`src/design/hsid_cfg_pkg.sv`:
```
package hsid_cfg_pkg;

  // Default sizes for the top level
  localparam int hsid_bands_dflt      = 128;  // Spectral bands per pixel
  localparam int hsid_lib_dflt        = 256;  // Reference library capacity
  localparam int hsid_fifo_depth_dflt = 16;   // Reference FIFO entries, also sender credits

  // One spectral sample
  typedef logic [15:0] band_t;

  // Two bands per word, lower band in bits 15:0
  typedef logic [31:0] elem_t;

  // Sum of squared band errors for one reference
  typedef logic [47:0] score_t;

  // Library index, also used for library size
  typedef logic [15:0] lib_idx_t;

endpackage
```
`src/design/hsid_measure_buf.sv`:
```
module hsid_measure_buf #(
  parameter int ELEMENTS = 64  // Words per spectrum
) (
  input  logic                clk,
  input  logic                rst_n,
  input  logic                start,     // New run, forget the old pixel
  input  logic                wr_en,
  input  hsid_cfg_pkg::elem_t wr_data,
  input  logic                rd_en,
  output logic                complete,  // Whole vector stored
  output hsid_cfg_pkg::elem_t rd_data
);

  localparam int AW = (ELEMENTS > 1) ? $clog2(ELEMENTS) : 1;

  hsid_cfg_pkg::elem_t mem [ELEMENTS];  // Measured pixel store
  logic [AW-1:0]       wr_ptr;
  logic [AW-1:0]       rd_ptr;
  logic                wr_ok;              // Write accepted
  logic                wr_end;             // Writing the final word
  logic                rd_end;             // Reading the final word

  assign wr_ok  = wr_en && !complete;       // Ignore extra words once full
  assign wr_end = (wr_ptr == AW'(ELEMENTS - 1));
  assign rd_end = (rd_ptr == AW'(ELEMENTS - 1));

  always_ff @(posedge clk or negedge rst_n) begin
    if (!rst_n) begin
      wr_ptr   <= '0;
      rd_ptr   <= '0;
      complete <= 1'b0;
    end else if (start) begin
      wr_ptr   <= '0;                      // Fresh fill for this run
      rd_ptr   <= '0;
      complete <= 1'b0;
    end else begin
      if (wr_ok) begin
        wr_ptr <= wr_end ? '0 : wr_ptr + 1'b1;
        if (wr_end) complete <= 1'b1;      // Buffer full
      end
      if (rd_en) begin
        rd_ptr <= rd_end ? '0 : rd_ptr + 1'b1;  // Replay per reference
      end
    end
  end

  // Storage and read register
  always_ff @(posedge clk) begin
    if (wr_ok) mem[wr_ptr] <= wr_data;
    if (rd_en) rd_data <= mem[rd_ptr];     // Valid the cycle after rd_en
  end

endmodule

```
`config.mk`:
```
export PLATFORM = sky130hd
export DESIGN_NAME = hsid_measure_buf
export DESIGN_NICKNAME = d
export VERILOG_FILES = /design/src/design/hsid_cfg_pkg.sv /design/src/design/hsid_measure_buf.sv
export SDC_FILE = /design/constraint.sdc
export NUM_CORES = 2
export LEC_CHECK = 0
export BUFFER_PORTS_ARGS = -buffer_cell sky130_fd_sc_hd__buf_2
export CAP_MARGIN = 30
export CORE_AREA = 2 2 402 404
export DETAILED_ROUTE_END_ITERATION = 10
export DIE_AREA = 0 0 404 406
export PLACE_DENSITY = 0.73
export SLEW_MARGIN = 20
export SYNTH_ARGS = -nofsm -noshare
export SYNTH_HDL_FRONTEND = slang
export SYNTH_SLANG_ARGS = --single-unit
```
`constraint.sdc`:
```
create_clock -name clk -period 8.3 [get_ports clk]
set_clock_uncertainty 0.05 [all_clocks]
set_input_delay 1.66 -clock clk [delete_from_list [all_inputs] [get_ports clk]]
set_output_delay 1.66 -clock clk [all_outputs]
set_load 0.03 [all_outputs]
```
### After elaboration in Yosys (flattened, before gate mapping)

Memory sizes are Yosys's and may differ from the RTL's. A register that Yosys moved wholly into a read port is not among the register bits.
Index checks and enable logic that the tools add are counted.

* input bits: 37
* register bits: 13
* bits in writable memories: 2048
* memories: 1
* output and inout port bits: 33

* reduce and logical (&&, ||, !) cells: 6
* equality and inequality tests: 2
* mux-type cells: 11
* $add $sub $neg: 2

Memory list
* mem: words 64, bits a word 32, read ports 1, clocked after Yosys merged registers in 1, write ports 1, line hsid_measure_buf.sv:16 `hsid_cfg_pkg::elem_t mem [ELEMENTS];`

Operators with widths (number)
* 6-bit two-way mux: 6
* 6-bit by 1-bit adder with 6-bit output, second input constant: 2
* 6-bit equality test, second input constant: 2
* 2-bit nonzero test: 3
* 1-bit two-way mux: 5
* 2-bit AND reduction: 1
* 1-bit logical AND: 1
* 1-bit logical NOT: 1

### Longest topological paths before layout

* word-level depth: 4
* gate-level depth with buffers: 9
* gate-level depth less buffers: 5

### Least setup slack after synthesis

OpenSTA, ideal clock, no wires.

* path type: in2reg
* from: input port wr_en
* to: memory mem[40][0] in the netlist's numbering, enable pin
* arrival time: 4686 ps
* slack: 3103 ps
* required time: 7789 ps
* cell stages on the path: 5
* cell sequence: nor2b_1 clkbuf_1 nor2b_1 nand2_1 nor3_1

* longest elaborated chain between the ends: 3

Ends and longest elaborated chain
* from (decl): line hsid_measure_buf.sv:7 `input logic wr_en,`
* 1-bit logical AND: line hsid_measure_buf.sv:23 `assign wr_ok = wr_en && !complete;`
* 1-bit two-way mux: line hsid_measure_buf.sv:49 `if (wr_ok) mem[wr_ptr] <= wr_data;`
* 1-bit two-way mux (not written as such): line hsid_measure_buf.sv:49
* to (decl): line hsid_measure_buf.sv:16

Every way passes these cells.

==> results.md <==
* Pin count of the biggest net entering global routing at 123
* Power, Total at 21.6 mW
* Seq/Total Area, Yosys at 79.2%
* Final hold slack at 616 ps
* Post-CTS Resized at 0
* Die width at 404 µm
* FF+latch area at 0.0628 mm²
* Placeable Area at 0.160 mm²
* Setup TNS at 0 ps
* Slew of the pin with the lowest slew margin at 1080 ps
* WL per Instance at 34.1 µm
* Initial antenna violation count at 17
* Max Cap Viol at 0
* GP Congestion at 0.833
* CP startpoint kind: register
* Routed vias/inst at 6.49
* Setup Viol. Count Final at 0
* Drt total wl at 200000 µm
* Clock latency at the later pin of the worst-skew pair at 820 ps
* Clock H-tree levels at 4
* Worst slew margin at 27.7%
* Syn Nets at 3460
* Die height at 406 µm
* Std cell rows at 147
* Multi-input logic area at 0.0160 mm²
* Ys async rst share at 0.621%
* Final Util at 56.5%
* Cell Pwr Density at 239 mW/mm²
* Crit path time final at 4260 ps
* CTS clk-pin slew, worst paths at 60 ps
* Initial cell density of the core at 49.7%
* CP Max Fanout at 94
* GRT overflow at 0
* Layout Area Growth over Synthesis at 13.6%
* Final nets at 3665
* Yosys Warn Count at 0
* Dpl cell area at 0.0838 mm²
* Initial DRT Pass Iterations at 6
* TritonCTS Buffers at 191
* Final hold vios at 0
* Ys flop type: edfxtp_1
* Critical path class: reg -> reg
* Clock buffer depth at 3
* IR drop worst, VDD at 0.000163 V
* Achievable Freq at 0.235 GHz
* Vias in the first global route at 37893
* WP data arrival at 4750 ps
* Synth Register Bits at 2093
* DR iter-0 viols at 6038
* Worst Hold Class: reg -> reg
* Outcome: finished, final reports clean
* CP endpoint kind: register
* Placed cells at 5514
* Design Area, Final at 0.0901 mm²
* DIE AREA at 0.164 mm²
* Synth Instances at 3421
* Filler Cell Count at 11092
* Clk sink count at 2093
* RSZ-0062 raised after global routing: false
* Slew Viols, Final at 0
* Data required, critical path at 8790 ps
* DP Worst Slack at 3570 ps
* Unique masters post-synth at 55
* Layout cell share with drive strength beyond 1 at 28.6%
* CTS Hold Bufs at 0
* DRC Markers at 0
* Fin crit share at 51.3%
* Routed via count at 38115
* Routed Antenna Nets at 0
* Buffers on Ports at 69
* Netlist Area Pre-Place at 0.0793 mm²
* Worst setup margin at 4040 ps
* Post-route insts no fill at 5872
* GR Util All Layers at 24.6%
* First-pass GRT wire length at 283000 µm
* Post-CTS Setup Repair Bufs at 0
* CTS tree: yes
* LEAKAGE at 27.3 nW
* Post-DP HPWL at 118000 µm
* Ports at 70
* Clock tree root buffer cell: clkbuf_16
* Post-synth EDFFs at 2080
* Avg Inst Size Synth at 23.2 µm²
==> cell type report <==
type	instances	area share (%)
flip-flops and latches	2093	69.7
multi-input cells	1129	17.7
clock buffers	222	5.46
well taps	2086	2.90
repair buffers	208	2.80
clock inverters	129	1.45
inverters	3	0.0125
diodes	2	0.00555
==> placed cells by master (no fill, tap or decap), types with 46 or more instances in the layout <==
cell,instances
a21oi_1,56
nor2_4,63
buf_2,60
buf_4,78
a22oi_1,106
mux2i_1,46
clkbuf_16,192
clkinv_2,46
edfxtp_1,2080
mux4_2,501
==> final timing paths <==
check / slack (ps) / end / cells past startpoint / startpoint
worst max register to register: 4040 / rd_data[0] / 6 / rd_ptr[0]
worst max-delay path: 4040 / rd_data[0] / 6 / rd_ptr[0]
min in group asynchronous: 690 / rd_ptr[4] / 1 / rst_n
max in group asynchronous: 7220 / rd_ptr[0] / 1 / rst_n
worst min register to register: 620 / wr_ptr[0] / 2 / wr_ptr[0]
worst min-delay path: 620 / wr_ptr[0] / 2 / wr_ptr[0]
==> flip-flops by register name, summed over array words and instances, names as in the netlist <==
name and count:
mem 2048, rd_data 32, wr_ptr 6, rd_ptr 6
complete 1
==> worst max-delay path, stage by stage, from the launching register on <==
cell and delay [ps]:
dfrtp_4 840, buf_12 590, mux4_2 630, a22oi_1 640, a21oi_1 140, nor4_1 740, a21oi_1 100
==> cell usage after synthesis (11+ instances only) <==
cell,n,share of area (%)
edfxtp_1,2080,79
a21oi_1,56,0.35
a22oi_1,106,1.0
dfrtp_1,13,0.41
nor2b_1,13,0.10
nand2_1,43,0.20
a221oi_1,12,0.13
o21ai_1,16,0.10
o31ai_1,15,0.14
o22a_1,16,0.18
o221ai_1,17,0.19
nand3_1,31,0.20
buf_2,70,0.44
mux2i_1,46,0.58
clkbuf_1,72,0.34
mux4_2,501,14
nor2_1,91,0.43
o21a_1,16,0.15
buf_6,16,0.23
buf_4,34,0.32
o22ai_1,37,0.29
nand2b_1,11,0.087
==> kinds of logic (layout without fill, tap and decap cells) <==
logic type                 after synthesis  count (layout)  share of synthesized area, %
AOI/OAI and AO/OA                      349             349                          3.23
adders and majority gates                2               2                        0.0315
other                                    0               2                             0
xor gates and xnor gates                 7               7                        0.0773
muxes                                  552             552                          14.9
and+or+nand+nor                        219             219                          1.26
DFF                                   2093            2093                          79.2
buffers and inverters                  199             562                          1.36
==> power by group <==
group | total, mW | internal [mW] | switching [mW]
registers | 11.7 | 11.7 | 0.0370
logic | 1.06 | 0.388 | 0.674
clock network | 8.78 | 4.92 | 3.86
total | 21.6 | 17.0 | 4.57
==> per-layer routing <==
layer  track usage, %  part of all wire, %  up-vias
met5                0                0.080        -
li1                 -                    -    15124
met2             37.7                   47     2439
met3             5.78                   11      347
met4             9.75                  4.3       24
met1             34.6                   37    20181
Power figures use the tool's default switching activity.
