--- config.mk ---
export PLATFORM = sky130hd
export DESIGN_NAME = hsid_min_select
export DESIGN_NICKNAME = d
export VERILOG_FILES = /design/src/design/hsid_cfg_pkg.sv /design/src/design/hsid_min_select.sv
export SDC_FILE = /design/constraint.sdc
export NUM_CORES = 1
export LEC_CHECK = 0
export BUFFER_PORTS_ARGS = -buffer_cell sky130_fd_sc_hd__buf_2
export CORE_AREA = 2 2 79 112
export DETAILED_ROUTE_END_ITERATION = 7
export DIE_AREA = 0 0 81 114
export PLACE_DENSITY = 0.9
export SLEW_MARGIN = 20
export SYNTH_ARGS = -nofsm -noshare
export SYNTH_HDL_FRONTEND = slang
export SYNTH_SLANG_ARGS = --single-unit
--- constraint.sdc ---
create_clock -name clk -period 4.75 [get_ports clk]
set_input_delay 0.95 -clock clk [delete_from_list [all_inputs] [get_ports clk]]
set_output_delay 0.95 -clock clk [all_outputs]
set_load 0.02 [all_outputs]
--- src/design/hsid_cfg_pkg.sv ---
package hsid_cfg_pkg;

  // Default sizes for the top level
  localparam int hsid_bands_dflt      = 128;  // Spectral bands per pixel
  localparam int hsid_lib_dflt        = 256;  // Reference library capacity
  localparam int hsid_fifo_depth_dflt = 16;   // Reference FIFO entries, also sender credits

  // One spectral sample
  typedef logic [15:0] band_t;

  // Two bands per word, lower band in bits 15:0
  typedef logic [31:0] elem_t;

  // Sum of squared band errors for one reference
  typedef logic [47:0] score_t;

  // Library index, also used for library size
  typedef logic [15:0] lib_idx_t;

endpackage
--- src/design/hsid_min_select.sv ---
module hsid_min_select (
  input  logic                   clk,
  input  logic                   rst_n,
  input  logic                   start,        // New run
  input  logic                   score_valid,
  input  hsid_cfg_pkg::score_t   score,
  input  logic                   score_last,
  output hsid_cfg_pkg::lib_idx_t best_idx,
  output hsid_cfg_pkg::score_t   best_score,
  output logic                   cmp_valid     // Result final
);

  hsid_cfg_pkg::lib_idx_t score_idx;  // Library index of the arriving score
  logic                   take;       // New best

  // First score always wins, later ones only if strictly lower
  assign take = (score_idx == '0) || (score < best_score);

  always_ff @(posedge clk or negedge rst_n) begin
    if (!rst_n) begin
      score_idx  <= '0;
      best_idx   <= '0;
      best_score <= '1;
      cmp_valid  <= 1'b0;
    end else begin
      cmp_valid <= score_valid && score_last;  // One cycle after last score
      if (start) begin
        score_idx  <= '0;
        best_idx   <= '0;
        best_score <= '1;
      end else if (score_valid) begin
        score_idx <= score_last ? '0 : score_idx + 1'b1;
        if (take) begin
          best_idx   <= score_idx;
          best_score <= score;
        end
      end
    end
  end

endmodule

# Word level (Yosys, flattened, before mapping)
# Cells that the tools add are included.
# totals
input_bits	53
wordCells	21
out_inout_bits	65
register_bits	81
# op_classes
muxes	9
n_reduce_logical	6
n_lt_le_gt_ge	1
n_addsub	1
# op_table
cell	count
$mux 48	3
$mux 16	6
$lt 48x48->1	1
$add 16x1->16 const B	1
$logic_not 16->1	1
$reduce_bool 2->1	2
$reduce_and 2->1	1
$logic_and 1x1->1	1
$logic_or 1x1->1	1

# Depth between registers and ports, before layout
# logic_depth
ltp_word	5
mapped_depth	12
depth_no_buf	9

# Least setup slack after synthesis
# Ideal clock, no wire load.
# synth_path
path_type	input port to flip-flop
startpoint	in score[9]
endpoint	reg best_score[29]
required_ns	4.670
arrival_time_ns	3.078
path_slack_ns	1.593
n_path_buf	3
cell_stages	11
setup_ns	0.080
path_cell_list	ha_1 > a21o_1 > a221o_1 > a221oi_1 > nor2_1 > o41a_1 > buf_6 > nand2b_4 > buf_6 > buf_6 > o22a_1
# synth_between
elab_chain_len	4
# synth_lines
element	line_no	rtl
start: declaration	hsid_min_select.sv:6	input hsid_cfg_pkg::score_t score,
$lt 48x48->1	hsid_min_select.sv:17	assign take = (score_idx == '0) || (score < best_score);
$logic_or 1x1->1	hsid_min_select.sv:17	
$reduce_bool 2->1 (no source line)	-	
$reduce_and 2->1 (no source line)	-	
end signal: assignment	hsid_min_select.sv:35	best_score <= score;
end: declaration	hsid_min_select.sv:9	output hsid_cfg_pkg::score_t best_score,
# Every way passes these cells.
# A chain may end at the register's enable or synchronous reset.

# Final worst setup path
# layout_path
startpoint	in score[30]
endpoint	reg best_score[14]
# Same word-level chain as after synthesis.

==> impl_results.md <==
- Dpl ws: around 1.2 ns
- Initial DRT Pass Iterations: 5
- Req. time, crit path: 5.01 ns
- Clock skew: between 0.005 and 0.006 ns
- CTS tree: built
- Routed vias/inst: ~5.9
- GP Congestion: 0.829
- Tmin final: between 3 and 4 ns
- Fmax: around 0.3 GHz
- Starting density of the core: between 50% and 60%
- Max clock buf depth: 2
- H-tree depth: 3
- Rel. slew slack: a little under a third
- Die W: roughly 81 µm
- Total GRT Usage: roughly a quarter
- Area delta synth->final: 20.7%
- Worst-Margin Slew: between 1 and 1.5 ns
- Final wirelength: about 11000 µm
- DP Wirelength: about 8300 µm
- Top Layer Used: met4
- Detail Route met3 WL: 696 µm
- Post-CTS Hold Fix Bufs: 0
- Status: finished, final reports clean
- CP top delay family: simple AND/OR/NAND/NOR gates
- Ys Warns: 0
- CTS resizes: 0
- CP Launch Type: primary input
- Final Hold Viols: 0
- Vias in the first global route: 3978
- Die area: 9230 µm²
- CP peak stage delay: 0.52 ns
- Clock sink total: 81
- Mapped cell area: 4670 µm²
- Total number of vias: approximately 4100
- # DRC: 0
- Synth Area per Inst: slightly below 10 µm²
- Bufs and invs on worst path: 2
- Antenna Cells: 0
- Slowest library cell on the worst path: nor4_1
- Post-route setup slack: 1.46 ns
- Cell variety after synth: 45
- Leading register cell type out of synthesis: dfstp_2
- Critical path data arrival time: around 3.6 ns
- Clk Latency, worst-skew pair: between 0.3 and 0.4 ns
- Comb power frac: approximately 15%
- Critical path peak fanout: 62
- Period utilization: around 69%
- GRT overflow: 0
- Largest net degree at the start of global routing: 82
- Critical setup path kind: in -> reg
- Sw Ratio: between 20% and 30%
- Post-CTS Setup Bufs: 0
- Max-slew violations: 0
- MaxCap Viol Count: 0
- Die H: approximately 110 µm
- Mapped Nets: between 500 and 600
- Clock network fraction of design power: a little over two fifths
- Layout cells sized above 1: between 30% and 40%
- Unrepaired setup endpoints after global routing: no
- Mapped Cells: 479
- Leak Pwr: between 0.002 and 0.003 µW
- Ports: 118
- Antenna violations before repair: 0
- Worst-path cell chain: buf_2 -> ha_1 -> nand4_1 -> nor4_1 -> nand3_1 -> o31ai_1 -> o41a_2 -> buf_4 -> o21ai_0 -> o31a_1
- DRT iter0 DRCs: roughly 180
- Number of flops mapped to enable cells by yosys: 0
- Worst hold path class: reg -> reg
- Synth Register Bits: between 80 and 90
- Post-DR wirelength/cell: 16.5 µm
- Final net count: between 600 and 700
- Power Internal: between 1000 and 1500 µW
- Worst VDD drop: approximately 0.00021 V
- Asr flop ratio synth: 100%
- Final setup TNS: 0 ns
- Final Setup Violations: 0
- First-pass GRT wire length: between 15000 and 20000 µm
- Core Area: about 8300 µm²
- Row Count: 40
- I/O Buffers: ~120
- Pwr Density: ~310 nW/µm²
- P_sw: around 440 µW
- Inserted Clock Buffers: 9
- Number of routed nets with antenna violations: 0
- Clock slew at reported path FFs: approximately 0.060 ns
- CTS root buffer: clkbuf_16
- Seq pwr share: 43.0%
- Met1 WL: roughly 4600 µm
- Met2 routed WL: between 6000 and 7000 µm
- Crit end category: register
- Register area share after synthesis: roughly 45%
## final cells by class
| cell class | instances | area (µm²) |
|---|---|---|
| clock inverters | 3 | 63.8 |
| flip-flops and latches | 81 | 2090 |
| clock buffers | 13 | 250 |
| fillers | 669 | 2670 |
| well taps | 105 | 131 |
| inverters | 51 | 191 |
| multi-input cells | 320 | 2270 |
| repair buffers | 123 | 646 |
## worst min-delay path, delay by kind of cell (launching register included)
kind	cells	cell delay [ns]
AOI/OAI and AO/OA	2	0.15
DFF	1	0.33
## cells in the mapped netlist, drive strengths merged, types with 3 or more instances
cell	count	area share (%)
o21ai	73	7.8
inv	51	4.1
ha	49	13
dfstp	48	27
dfrtp	33	18
nand2	32	2.6
o31a	30	5.6
clkbuf	23	1.8
a21oi	19	2.0
nor2	19	1.7
o22a	18	3.4
nand3	10	1.1
nand4	10	1.3
xor2	7	1.3
nand2b	6	0.96
nor4	5	0.67
o31ai	5	0.80
a21o	4	0.64
buf	4	0.88
a22oi	3	0.48
and2	3	0.40
and4	3	0.56
## layer usage
layer | global-route usage, % | vias to the layer above
met5 | 0 | -
met4 | 9.38 | 0
met3 | 7.59 | 17
met2 | 44.2 | 134
met1 | 29.6 | 2042
li1 | - | 1942
## placed cells by master (no fill, tap or decap), types with 2 or more instances in the layout
cell type	instances
buf_2	116
o21ai_0	72
inv_1	51
ha_1	49
dfstp_2	48
dfrtp_1	33
nand2_1	32
o31a_1	30
a21oi_1	19
o22a_1	18
nor2_1	17
nand3_1	10
nand4_1	10
clkbuf_16	9
xor2_1	7
buf_4	6
nor4_1	5
nand2b_1	5
o31ai_1	5
a21o_1	4
and2_1	3
a22oi_1	3
and4_1	3
clkbuf_1	3
a221oi_1	2
and3_1	2
a31oi_1	2
or2_2	2
or3_1	2
bufinv_16	2
## metrics by stage
| stage | total power [µW] | std cells | cell area, µm² | util (%) | hold slack (ns) |
|---|---|---|---|---|---|
| 3_5_place_dp | 1020 | 679 | 5310 | 63.9 | 0.499 |
| 2_1_floorplan | 920 | 479 | 4670 | - | 0.468 |
| 4_1_cts | 1770 | 695 | 5620 | 67.7 | 0.520 |
| 3_3_place_gp | 1010 | 679 | 5310 | 63.9 | 0.488 |
| 6_report | 1760 | 696 | 5640 | 67.9 | 0.515 |
| 5_1_grt | 1830 | 696 | 5640 | 67.9 | 0.530 |
## flip-flops by register name (all words and copies together) (netlist names)
signal / count
best_score: 48
best_idx: 16
score_idx: 16
cmp_valid: 1
## worst paths after layout
kind                                               to  slack, ns                        from  cells after the start
max in group asynchronous   best_score[1]$_DFFE_PN1P_       3.53                       rst_n                      2
max                        best_score[14]$_DFFE_PN1P_       1.46                   score[30]                     10
min in group asynchronous    score_idx[3]$_DFFE_PN0P_       0.57                       rst_n                      1
max reg2reg                best_score[14]$_DFFE_PN1P_       1.59  best_score[30]$_DFFE_PN1P_                     10
min reg2reg                  best_idx[14]$_DFFE_PN0P_       0.52    best_idx[14]$_DFFE_PN0P_                      2
min                          best_idx[14]$_DFFE_PN0P_       0.52    best_idx[14]$_DFFE_PN0P_                      2
## power by group through the flow
stage          registers, µW  clock network (µW)  logic, µW
6_report                 754                 739        262
5_1_grt                  756                 780        293
4_1_cts                  754                 752        261
3_5_place_dp             764                   0        258
3_3_place_gp             762                   0        248
2_1_floorplan            798                   0        123
## logic make-up (layout without fill, tap and decap cells)
group | Yosys count | after routing | synth area share (%)
compound gates | 166 | 166 | 23.3
xor+xnor | 8 | 8 | 1.50
fa+ha+maj | 49 | 49 | 13.1
buf+inv | 78 | 190 | 6.83
flops | 81 | 81 | 44.6
mux | 1 | 1 | 0.241
simple gates | 96 | 96 | 10.4
(Power assumes the default switching activity.)
