### src/design/hsid_cfg_pkg.sv
package hsid_cfg_pkg;

  // Default sizes for the top level
  localparam int hsid_bands_dflt      = 128;  // Spectral bands per pixel
  localparam int hsid_lib_dflt        = 256;  // Reference library capacity
  localparam int hsid_fifo_depth_dflt = 16;   // Reference FIFO entries, also sender credits

  // One spectral sample
  typedef logic [15:0] band_t;

  // Two bands per word, lower band in bits 15:0
  typedef logic [31:0] elem_t;

  // Sum of squared band errors for one reference
  typedef logic [47:0] score_t;

  // Library index, also used for library size
  typedef logic [15:0] lib_idx_t;

endpackage
### src/design/hsid_ref_ingress.sv
module hsid_ref_ingress #(
  parameter int DEPTH = 16  // Entries, equal to the sender's credits
) (
  input  logic                clk,
  input  logic                rst_n,
  input  logic                push,
  input  hsid_cfg_pkg::elem_t push_data,
  input  logic                pop,
  output logic                empty,
  output hsid_cfg_pkg::elem_t pop_data,
  output logic                credit     // One slot freed
);

  localparam int AW = (DEPTH > 1) ? $clog2(DEPTH) : 1;
  localparam int CW = $clog2(DEPTH + 1);

  hsid_cfg_pkg::elem_t mem [DEPTH];  // Reference word store
  logic [AW-1:0]       wr_ptr;
  logic [AW-1:0]       rd_ptr;
  logic [CW-1:0]       count;           // Entries held
  logic                full;
  logic                do_push;
  logic                do_pop;

  assign empty   = (count == '0);
  assign full    = (count == CW'(DEPTH));
  assign do_push = push && (!full || pop);  // Credits keep this from dropping
  assign do_pop  = pop && !empty;

  always_ff @(posedge clk or negedge rst_n) begin
    if (!rst_n) begin
      wr_ptr <= '0;
      rd_ptr <= '0;
      count  <= '0;
      credit <= 1'b0;
    end else begin
      credit <= do_pop;                 // Credit back one cycle after read
      if (do_push) begin
        wr_ptr <= (wr_ptr == AW'(DEPTH - 1)) ? '0 : wr_ptr + 1'b1;
      end
      if (do_pop) begin
        rd_ptr <= (rd_ptr == AW'(DEPTH - 1)) ? '0 : rd_ptr + 1'b1;
      end
      case ({do_push, do_pop})
        2'b10:   count <= count + 1'b1;
        2'b01:   count <= count - 1'b1;
        default: count <= count;        // Both or neither
      endcase
    end
  end

  always_ff @(posedge clk) begin
    if (do_push) mem[wr_ptr] <= push_data;
    if (do_pop) pop_data <= mem[rd_ptr];  // Registered read
  end

endmodule

### config.mk
export PLATFORM = sky130hd
export DESIGN_NAME = hsid_ref_ingress
export DESIGN_NICKNAME = d
export VERILOG_FILES = /design/src/design/hsid_cfg_pkg.sv /design/src/design/hsid_ref_ingress.sv
export SDC_FILE = /design/constraint.sdc
export NUM_CORES = 1
export LEC_CHECK = 0
export BUFFER_PORTS_ARGS = -buffer_cell sky130_fd_sc_hd__buf_2
export CAP_MARGIN = 20
export CORE_MARGIN = 2
export CORE_UTILIZATION = 52
export CTS_CLUSTER_SIZE = 24
export DETAILED_ROUTE_END_ITERATION = 8
export PLACE_DENSITY = 0.69
export SLEW_MARGIN = 20
export SYNTH_ARGS = -nofsm -noshare
export SYNTH_HDL_FRONTEND = slang
export SYNTH_SLANG_ARGS = --single-unit
### constraint.sdc
create_clock -name clk -period 5.2 [get_ports clk]
set_input_delay 1.04 -clock clk [delete_from_list [all_inputs] [get_ports clk]]
set_output_delay 1.04 -clock clk [all_outputs]
set_load 0.005 [all_outputs]
* After elaboration in Yosys (flattened, before gate mapping)
Memory sizes are Yosys's and may differ from the RTL's. A register that Yosys moved wholly into a read port is not among the register bits. Index checks and enable logic that the tools add are counted.
Operators by class: add/sub/neg operators 4, equality and inequality tests 5, multiplexer cells 5, reduce and logical (&&, ||, !) cells 7
Operators with widths (count):
- 5-bit case mux with 2 select lines | 1
- 4-bit by 1-bit adder with 4-bit output, second input constant | 2
- 4-bit equality test, second input constant | 2
- 4-bit 2-to-1 mux | 2
- 5-bit by 1-bit adder with 5-bit output, second input constant | 1
- 5-bit equality test, second input constant | 1
- 5-bit logical NOT | 1
- 5-bit by 1-bit subtractor with 5-bit output, second input constant | 1
- 2-bit by 1-bit equality test with 1-bit output, second input constant | 1
- 2-bit equality test, second input constant | 1
- 1-bit logical AND | 2
- 1-bit logical NOT | 2
- 1-bit 2-to-1 mux | 2
- 2-bit nonzero test | 1
- 1-bit logical OR | 1
Storage, ports and cells: register bits 14, bits in writable memories 512, input port bits 36, output and inout port bits 34, memories kept 1
Memory list:
- mem | words 16, width 32, rd ports 1, clocked after Yosys merged registers in 1, wr ports 1, line hsid_ref_ingress.sv:17 | hsid_cfg_pkg::elem_t mem [DEPTH];

* Longest topological paths before layout
Gate-level depths: netlist of run 1.
depth after elaboration 6, mapped depth 9, gate-level depth less buffers 9

* Worst setup path after synthesis of run 1
OpenSTA, ideal clock, no wires.
path type input to register, start point in pop, end point reg count[4], library setup time 0.116 ns, arrival time 3.158 ns, path slack 1.926 ns, stages on the path 7, path buffers 0, cells stage by stage o21ai_2 -> inv_1 -> ha_1 -> ha_1 -> a21oi_1 -> o21ai_0 -> o311ai_0
RTL lines:
- start, declared | line hsid_ref_ingress.sv:8 | input logic pop,
- 1-bit logical AND * | line hsid_ref_ingress.sv:28 | assign do_pop = pop && !empty;
- named net do_pop | line hsid_ref_ingress.sv:23 | logic do_pop;
- 2-bit by 1-bit equality test with 1-bit output / 2-bit equality test (equally long branches) | line hsid_ref_ingress.sv:44 | case ({do_push, do_pop})
- 5-bit case mux with 2 select lines / 2-bit nonzero test (equally long branches)
- end signal, assigned | line hsid_ref_ingress.sv:45 | 2'b10: count <= count + 1'b1;
- end signal, assigned | line hsid_ref_ingress.sv:46 | 2'b01: count <= count - 1'b1;
- end signal, assigned | line hsid_ref_ingress.sv:47 | default: count <= count;
- end, declared | line hsid_ref_ingress.sv:20 | logic [CW-1:0] count;
The timed path passes the listed nets; every way through them passes the cells marked *. A chain may end at the register's enable or synchronous reset.

* Worst setup path after layout of run 1
start point reg count[1], end point reg count[4]
Between the ends: word-level cells in the longest chain between the ends 6
Ends and longest elaborated chain:
- 5-bit equality test | line hsid_ref_ingress.sv:26 | assign full = (count == CW'(DEPTH));
- 1-bit logical NOT | line hsid_ref_ingress.sv:27 | assign do_push = push && (!full || pop);
- 1-bit logical OR | line hsid_ref_ingress.sv:27
- 1-bit logical AND | line hsid_ref_ingress.sv:27
- 2-bit by 1-bit equality test with 1-bit output / 2-bit equality test (equally long branches) | line hsid_ref_ingress.sv:44
- 5-bit case mux with 2 select lines / 2-bit nonzero test (equally long branches)
Several ways; a longest one is shown, not always the timed one.

==> results of run 1 <==
## registers in the layout, indices dropped and copies added (netlist names)
name / cells
count: 5
credit: 1
mem: 512
pop_data: 32
rd_ptr: 4
wr_ptr: 4
## how the worst max path moves through the flow
stage | slack [ns] | from | to
floorplan | 1.93 | pop | count[4]
CTS | 2.12 | count[1] | count[4]
detailed placement | 1.86 | pop | count[4]
finish | 2.13 | count[1] | count[4]
global route | 1.88 | count[1] | count[4]
global placement | 1.99 | pop | count[4]
## power by group through the flow
stage | Sequential [mW] | Combinational (mW) | Clock [mW]
floorplan | 5.80 | 2.18 | 0
global placement | 5.91 | 2.96 | 0
detailed placement | 5.93 | 2.99 | 0
CTS | 5.85 | 3.01 | 3.67
global route | 5.89 | 3.22 | 3.84
finish | 5.83 | 2.95 | 3.61
## area by class of cell
class / instances / area, µm² / area share, %
Inverter: 6 / 22.5 / 0.0961
Clock buffer: 71 / 1460 / 6.22
Sequential cell: 558 / 16700 / 71.3
Timing Repair Buffer: 76 / 414 / 1.77
Tap cell: 525 / 657 / 2.80
Clock inverter: 22 / 156 / 0.668
Multi-Input combinational cell: 308 / 4030 / 17.2
## per-layer routing
metal,track usage [%],share of wire (%),vias up
met2,31.7,50,255
met3,3.20,5.5,64
li1,-,-,4048
met4,6.21,2.0,0
met5,0,0,-
met1,27.7,43,4944
## worst reg2reg max path, delay by kind of cell, from the launching register on
kind	cells	cell delay (ns)
compound gates	4	1.06
fa+ha+maj	2	0.70
simple gates	1	0.57
flops	1	0.43
buf+inv	1	0.19
## placed cells by master, fill, tap and decap left out, types with 9 or more instances in the layout
master     instances
o21ai_0           10
o22ai_1           64
buf_2             69
nand2_1           12
dfrtp_1           11
clkbuf_1          14
clkinv_2          10
mux4_2           128
edfxtp_1         544
clkbuf_16         55
nor2_1            34
ha_1               9
## kinds of logic (layout without fill, tap and decap cells)
group                      Yosys count  in the layout  synth area share, %
muxes                              129            129                 13.8
DFF                                558            558                 79.8
buffers and inverters               53            175                 1.19
and+or+nand+nor                     80             80                 1.87
adders and majority gates           10             10                0.634
xor gates and xnor gates             5              5                0.209
AOI/OAI and AO/OA                   84             84                 2.51
==> summary.txt, run 1 <==
STA
  • Final setup fails: 0
  • Final Hold Fails: 0
  • Fmax: 0.326 GHz
  • Setup_tns: 0 ns
  • Worst hold slack: roughly 0.36 ns
  • Worst Tran Pin Value: 1.10 ns
  • Crit share post-route: 59.0%
  • Setup slack after layout: ~2.1 ns
  • Final setup skew: ~0.014 ns
  • RSZ-0062 raised after global routing: false
  • Slew HR: a little over a quarter
  • Slew Limit Fails: 0
  • Post-route minimum period: 3.07 ns

Yosys
  • Area share of the largest cell type after synthesis: about 78%
  • Synth Instances: around 900
  • Synthesis-stage register bit count: about 560
  • Seq/Total Area, Yosys: between 70% and 80%
  • Top_reg_cell synth: edfxtp_1
  • Post-synth EDFFs: 544
  • Synth Area per Inst: 22.8 µm²
  • Ys async rst share: between 2 and 3%
  • Largest area contributor in the netlist: edfxtp_1
  • Mapped Nets: 965
  • Synth cell count leaders: edfxtp_1 (544), mux4_2 (128), o22ai_1 (64)
  • Cell with the most instances after synthesis: edfxtp_1
  • Cell variety after synth: 37
  • Netlist Area Pre-Place: 20900 µm²
  • YS warnings: 0
  • Synth top area cells: edfxtp_1 (78%), mux4_2 (14%), o22ai_1 (1.9%)

Layout
  • Design area: around 23000 µm²
  • Fin nets: between 1k and 1.5k
  • # fillers: 2835
  • Share of cells above drive strength 1: roughly 29%
  • Area delta synth->final: 12.0%
  • Fin util: just under 60%
  • N_diodes: 0
  • Fin cells: 1566

GRT
  • Largest net degree at the start of global routing: between 50 and 60
  • Initial antenna violation count: 0
  • All-Layer GR Usage: about a fifth
  • Vias in the first global route: about 10k
  • Gr ovfl total: 0
  • First-pass GRT wire length: 59800 µm

Placement
  • # port buffers: 69
  • Dpl ws: about 1.9 ns
  • Cell Area, Placed: between 20000 and 25000 µm²
  • Dpl hpwl: roughly 21000 µm
  • GP Congestion: a little over 0.7
  • DP Cell Count: approximately 1.5k

Power
  • Leakage power total: between 7 and 8 nW
  • Clk pwr share: around 29%
  • Maximum VDD drop: 0.476 mV
  • Sw frac: approximately 28%
  • Total chip power: 12.4 mW
  • Internal power: 8.98 mW
  • Register share of total power: 47.1%
  • PD cells: 529 nW/µm²
  • Switching Power: ~3.4 mW
  • Logic gate share of total power: about a quarter

Setup path
  • Worst path depth: 8
  • Buf+Inv Stages, Crit Path: 1
  • Crit-path cells: or4_4, o21a_1, inv_1, ha_1, ha_1, a21oi_1, o21ai_0, o311ai_0
  • Reg-to-reg endpoint: count[4]
  • CP required: roughly 5.7 ns
  • R2R Setup Slk: 2.13 ns
  • Crit-path max cell delay: around 0.57 ns
  • Reg2Reg Depth: 8
  • Worst R2R Start: count[1]
  • Critical path peak fanout: 11
  • Worst EP arrival: approximately 3.5 ns
  • Slowest CP cell: or4_4
  • Startpoint Class: register
  • Cell family with most CP delay: compound AO/OA/AOI/OAI gates
  • WS Path Type: register to register
  • Worst setup EP type: register
  • Most frequent CP cell: ha_1

Floorplan
  • Core Area: around 40000 µm²
  • Die Y: ~200 µm
  • Die W: 205 µm
  • Site Rows: between 70 and 80
  • IO Count: 70
  • Die area: about 42000 µm²
  • Initial Utilization: between 50% and 60%

Route
  • DR pass1 iterations: 5
  • WL per Instance: 25.1 µm
  • Total number of vias: between 9k and 10k
  • Antenna-violating nets left: 0
  • Remaining DRCs: 0
  • Vias/cell: ~5.9
  • DRT iter0 DRCs: slightly below 900
  • Routed WL: between 30000 and 40000 µm

Clock tree
  • Latest clock arrival within the worst-skew pair: 0.59 ns
  • CTS root buf: clkbuf_16
  • Post-CTS sizing: 0
  • Clock tree from TritonCTS: done
  • Post-CTS setup repair buffer count: 0
  • Num CTS Buffers: 53
  • Clock Sinks: approximately 560
  • Clock Pin Slew Worst Setup and Hold Paths: ~0.060 ns
  • Htree depth: 2
  • Maximum clock path buffer count: 3
  • Hold buffers post-CTS: 0

Worst hold path
  • HP Class: primary input to async pin

Run
  • Max cap viols: 0

Run status
  • Status: finished, final reports clean
Note: power is estimated with default switching activity, not from simulation.
==> run 2, diff against run 1 <==
ABC_AREA = 1   (was default)
PLACE_DENSITY = 0.71   (was 0.69)
clock period = 2.67 ns   (was 5.2 ns; I/O delays follow)
==> run 2 against run 1 <==
  * Clock skew grew 0.0026 ns
  * Fmax increased by 36%
  * Cell area grew 15%
  * Critical path type unchanged
==> summary.txt, run 2 <==
Clock tree
  • Maximum clock path buffer count: 3 (unchanged)
  • Latest clock arrival within the worst-skew pair: 0.60 ns (was 0.59 ns)
  • Htree depth: 2 (unchanged)
  • Post-CTS setup repair buffer count: 0 (unchanged)
  • CTS root buf: clkbuf_16 (unchanged)
  • Num CTS Buffers: 54 (was 53)
  • Clock tree from TritonCTS: done (unchanged)
  • Clock Pin Slew Worst Setup and Hold Paths: 0.06 ns (about the same)
  • Clock Sinks: 558 (unchanged)

GRT
  • Vias in the first global route: 15.9k (was 9832)
  • Initial antenna violation count: 2 (was 0)
  • Gr ovfl total: 0 (unchanged)
  • All-Layer GR Usage: 23.5% (was 19.6%)
  • First-pass GRT wire length: 86200 µm (was 59800 µm)
  • Largest net degree at the start of global routing: 131 (was 59)

Placement
  • Dpl hpwl: 30200 µm (was 21100 µm)
  • GP Congestion: 0.800 (was 0.710)
  • # port buffers: 69 (unchanged)
  • Dpl ws: 0.449 ns (was 1.86 ns)
  • Cell Area, Placed: 25300 µm² (was 21800 µm²)
  • DP Cell Count: 2965 (was 1473)

Layout
  • Fin cells: 3065 (was 1566)
  • Area delta synth->final: 11.6% (was 12.0%)
  • Max reg flops: 512 (unchanged)
  • Fin nets: 2461 (was 1049)
  • Share of cells above drive strength 1: 9.03% (was 29.1%)
  • # fillers: 3667 (was 2835)
  • Most common cell after layout, fill and taps aside: nand2_1 (was edfxtp_1)
  • Commonest cells after routing, fill and taps aside: nand2_1 (803), edfxtp_1 (544), inv_1 (486), nand3_1 (332), buf_2 (69) (was edfxtp_1 (544), mux4_2 (128), buf_2 (69), o22ai_1 (64), clkbuf_16 (55))
  • Design area: 27000 µm² (was 23400 µm²)
  • N_diodes: 0 (unchanged)
  • Biggest regs: mem: 512 flops, pop_data: 32 flops, count: 5 flops (unchanged)
  • Top reg by flops: mem (unchanged)

Yosys
  • Top_reg_cell synth: edfxtp_1 (unchanged)
  • Ys async rst share: 2.51% (unchanged)
  • Mapped Nets: 2389 (was 965)
  • Post-synth EDFFs: 544 (unchanged)
  • Cell with the most instances after synthesis: nand2_1 (was edfxtp_1)
  • Synth Instances: 2343 (was 919)
  • YS warnings: 0 (unchanged)
  • Cell variety after synth: 26 (was 37)
  • Area share of the largest cell type after synthesis: 67.5% (was 78.1%)
  • Synth top area cells: edfxtp_1 (68%), nand2_1 (12%), inv_1 (7.6%) (was edfxtp_1 (78%), mux4_2 (14%), o22ai_1 (1.9%))
  • Synth Area per Inst: 10.3 µm² (was 22.8 µm²)
  • Largest area contributor in the netlist: edfxtp_1 (unchanged)
  • Synth cell count leaders: nand2_1 (803), edfxtp_1 (544), inv_1 (487) (was edfxtp_1 (544), mux4_2 (128), o22ai_1 (64))
  • Netlist Area Pre-Place: 24200 µm² (was 20900 µm²)
  • Synthesis-stage register bit count: 558 (unchanged)
  • Seq/Total Area, Yosys: 69.0% (was 79.8%)

Setup path
  • Reg-to-reg endpoint: count[4] (unchanged)
  • CP required: 3.15 ns (was 5.67 ns)
  • Critical path peak fanout: 5 (was 11)
  • R2R Setup Slk: 0.42 ns (was 2.13 ns)
  • Worst R2R Start: count[0] (was count[1])
  • Startpoint Class: register (unchanged)
  • Reg2Reg Depth: 10 (was 8)
  • Worst setup EP type: register (unchanged)
  • Worst EP arrival: 2.73 ns (was 3.54 ns)
  • WS Path Type: register to register (unchanged)

Route
  • Vias/cell: 5.19 (was 5.95)
  • Antenna-violating nets left: 0 (unchanged)
  • Total number of vias: 15.9k (was 9311)
  • DRT iter0 DRCs: 1729 (was 867)
  • DR pass1 iterations: 5 (unchanged)
  • Remaining DRCs: 0 (unchanged)
  • Routed WL: 55400 µm (was 39200 µm)
  • WL per Instance: 18.1 µm (was 25.1 µm)

STA
  • Setup_tns: 0 ns (unchanged)
  • Setup slack after layout: 0.419 ns (was 2.13 ns)
  • Final setup skew: 0.0164 ns (was 0.0138 ns)
  • Crit share post-route: 84.3% (was 59.0%)
  • Worst Tran Pin Value: 0.775 ns (was 1.10 ns)
  • Slew Limit Fails: 0 (unchanged)
  • Final setup fails: 0 (unchanged)
  • Final Hold Fails: 0 (unchanged)
  • Slew HR: 48.3% (was 26.9%)
  • Post-route minimum period: 2.25 ns (was 3.07 ns)
  • Fmax: 0.444 GHz (was 0.326 GHz)
  • RSZ-0062 raised after global routing: false (unchanged)

Worst hold path
  • Hold path startpoint: pop
  • WHS Path Cells: 4
  • Hold EP: rd_ptr[3]
  • HP Class: primary input to register (was primary input to async pin)

Floorplan
  • Die area: 48300 µm² (was 41900 µm²)
  • Initial Utilization: 52.3% (was 52.7%)
  • Die W: 220 µm (was 205 µm)
  • Die Y: 220 µm (was 205 µm)
  • IO Count: 70 (unchanged)
  • Site Rows: 79 (was 73)
  • Core Area: 46300 µm² (was 39700 µm²)

Run status
  • Status: finished, final reports clean (unchanged)

Power
  • PD cells: 992 nW/µm² (was 529 nW/µm²)
  • Maximum VDD drop: 1.17 mV (was 0.476 mV)
  • Leakage power total: 11.9 nW (was 7.43 nW)
  • Total chip power: 26.8 mW (was 12.4 mW)

Run
  • Max cap viols: 0 (unchanged)
==> run 2: cell types whose count changed after synthesis, moves of 42 or more <==
cell	change
nand2_1	+790
mux4_2	-128
o22ai_1	-64
nand3_1	+330
inv_1	+481
buf_2	+42
==> run 2: power by group <==
| group | switching, mW | internal, mW | total (mW) |
|---|---|---|---|
| Sequential | 0.405 | 10.8 | 11.2 |
| Combinational | 5.80 | 2.56 | 8.36 |
| Clock | 3.15 | 4.05 | 7.20 |
==> run 2: what timing repair did <==
action                                 in CTS  in global routing
gates resized for setup                     0                  0
hold buffers                                1                  0
endpoints found under the hold margin      14                  0
==> run 2: layout make-up <==
class / instances / area, µm² / share of cell area [%]
sequential: 558 / 16700 / 61.8
clock inverter: 30 / 214 / 0.793
tap: 607 / 759 / 2.81
multi-input combinational: 1183 / 5110 / 18.9
clock buffer: 69 / 1430 / 5.29
timing repair buffer: 120 / 906 / 3.36
inverter: 498 / 1880 / 6.96
==> run 2: worst max-delay path by stage <==
| stage | start | endpoint | slack, ns | depth (start not counted) |
|---|---|---|---|---|
| floorplan | count[0] | mem[10][0] | -0.81 | 5 |
| global placement | count[0] | count[4] | 0.47 | 10 |
| detailed placement | count[0] | count[4] | 0.45 | 10 |
| CTS | count[0] | count[4] | 0.43 | 10 |
| global route | count[0] | count[4] | 0.23 | 11 |
| finish | count[0] | count[4] | 0.42 | 10 |
==> run 2: cells by family (layout without fill, tap and decap cells) <==
logic type / Yosys count / count (layout) / synth area share (%)
AND/OR/NAND/NOR: 1160 / 1160 / 19.8
buffers and inverters: 602 / 717 / 10.3
flip-flops: 558 / 558 / 69.0
adder cells (fa/ha/maj): 10 / 10 / 0.548
AO/OA/AOI/OAI: 9 / 9 / 0.202
XOR/XNOR: 4 / 4 / 0.145
==> run 2: layer usage <==
layer | share of wire, % | up-vias | wire length, µm | global-route usage (%)
met5 | 0.023 | - | 13 | 0
met4 | 3.0 | 2 | 1640 | 9.06
met3 | 8.5 | 112 | 4710 | 3.92
met2 | 49 | 652 | 26900 | 39.3
met1 | 40 | 7586 | 22200 | 31.1
li1 | - | 7560 | - | -
==> run 2: critical path: stages, from the launching register on <==
cell	delay (ns)
dfrtp_1	0.44
nor2_1	0.17
nand3_1	0.10
o21ai_2	0.26
ha_1	0.34
ha_1	0.30
or2_2	0.30
nand3_1	0.09
nand2_1	0.06
nand2_1	0.05
nand2_1	0.05
==> run 2: stage by stage <==
stage	util [%]	hold slack (ns)
finish	58.4	0.275
global placement	54.8	0.451
detailed placement	54.8	0.458
global route	58.4	0.293
CTS	58.4	0.249
floorplan	-	0.238
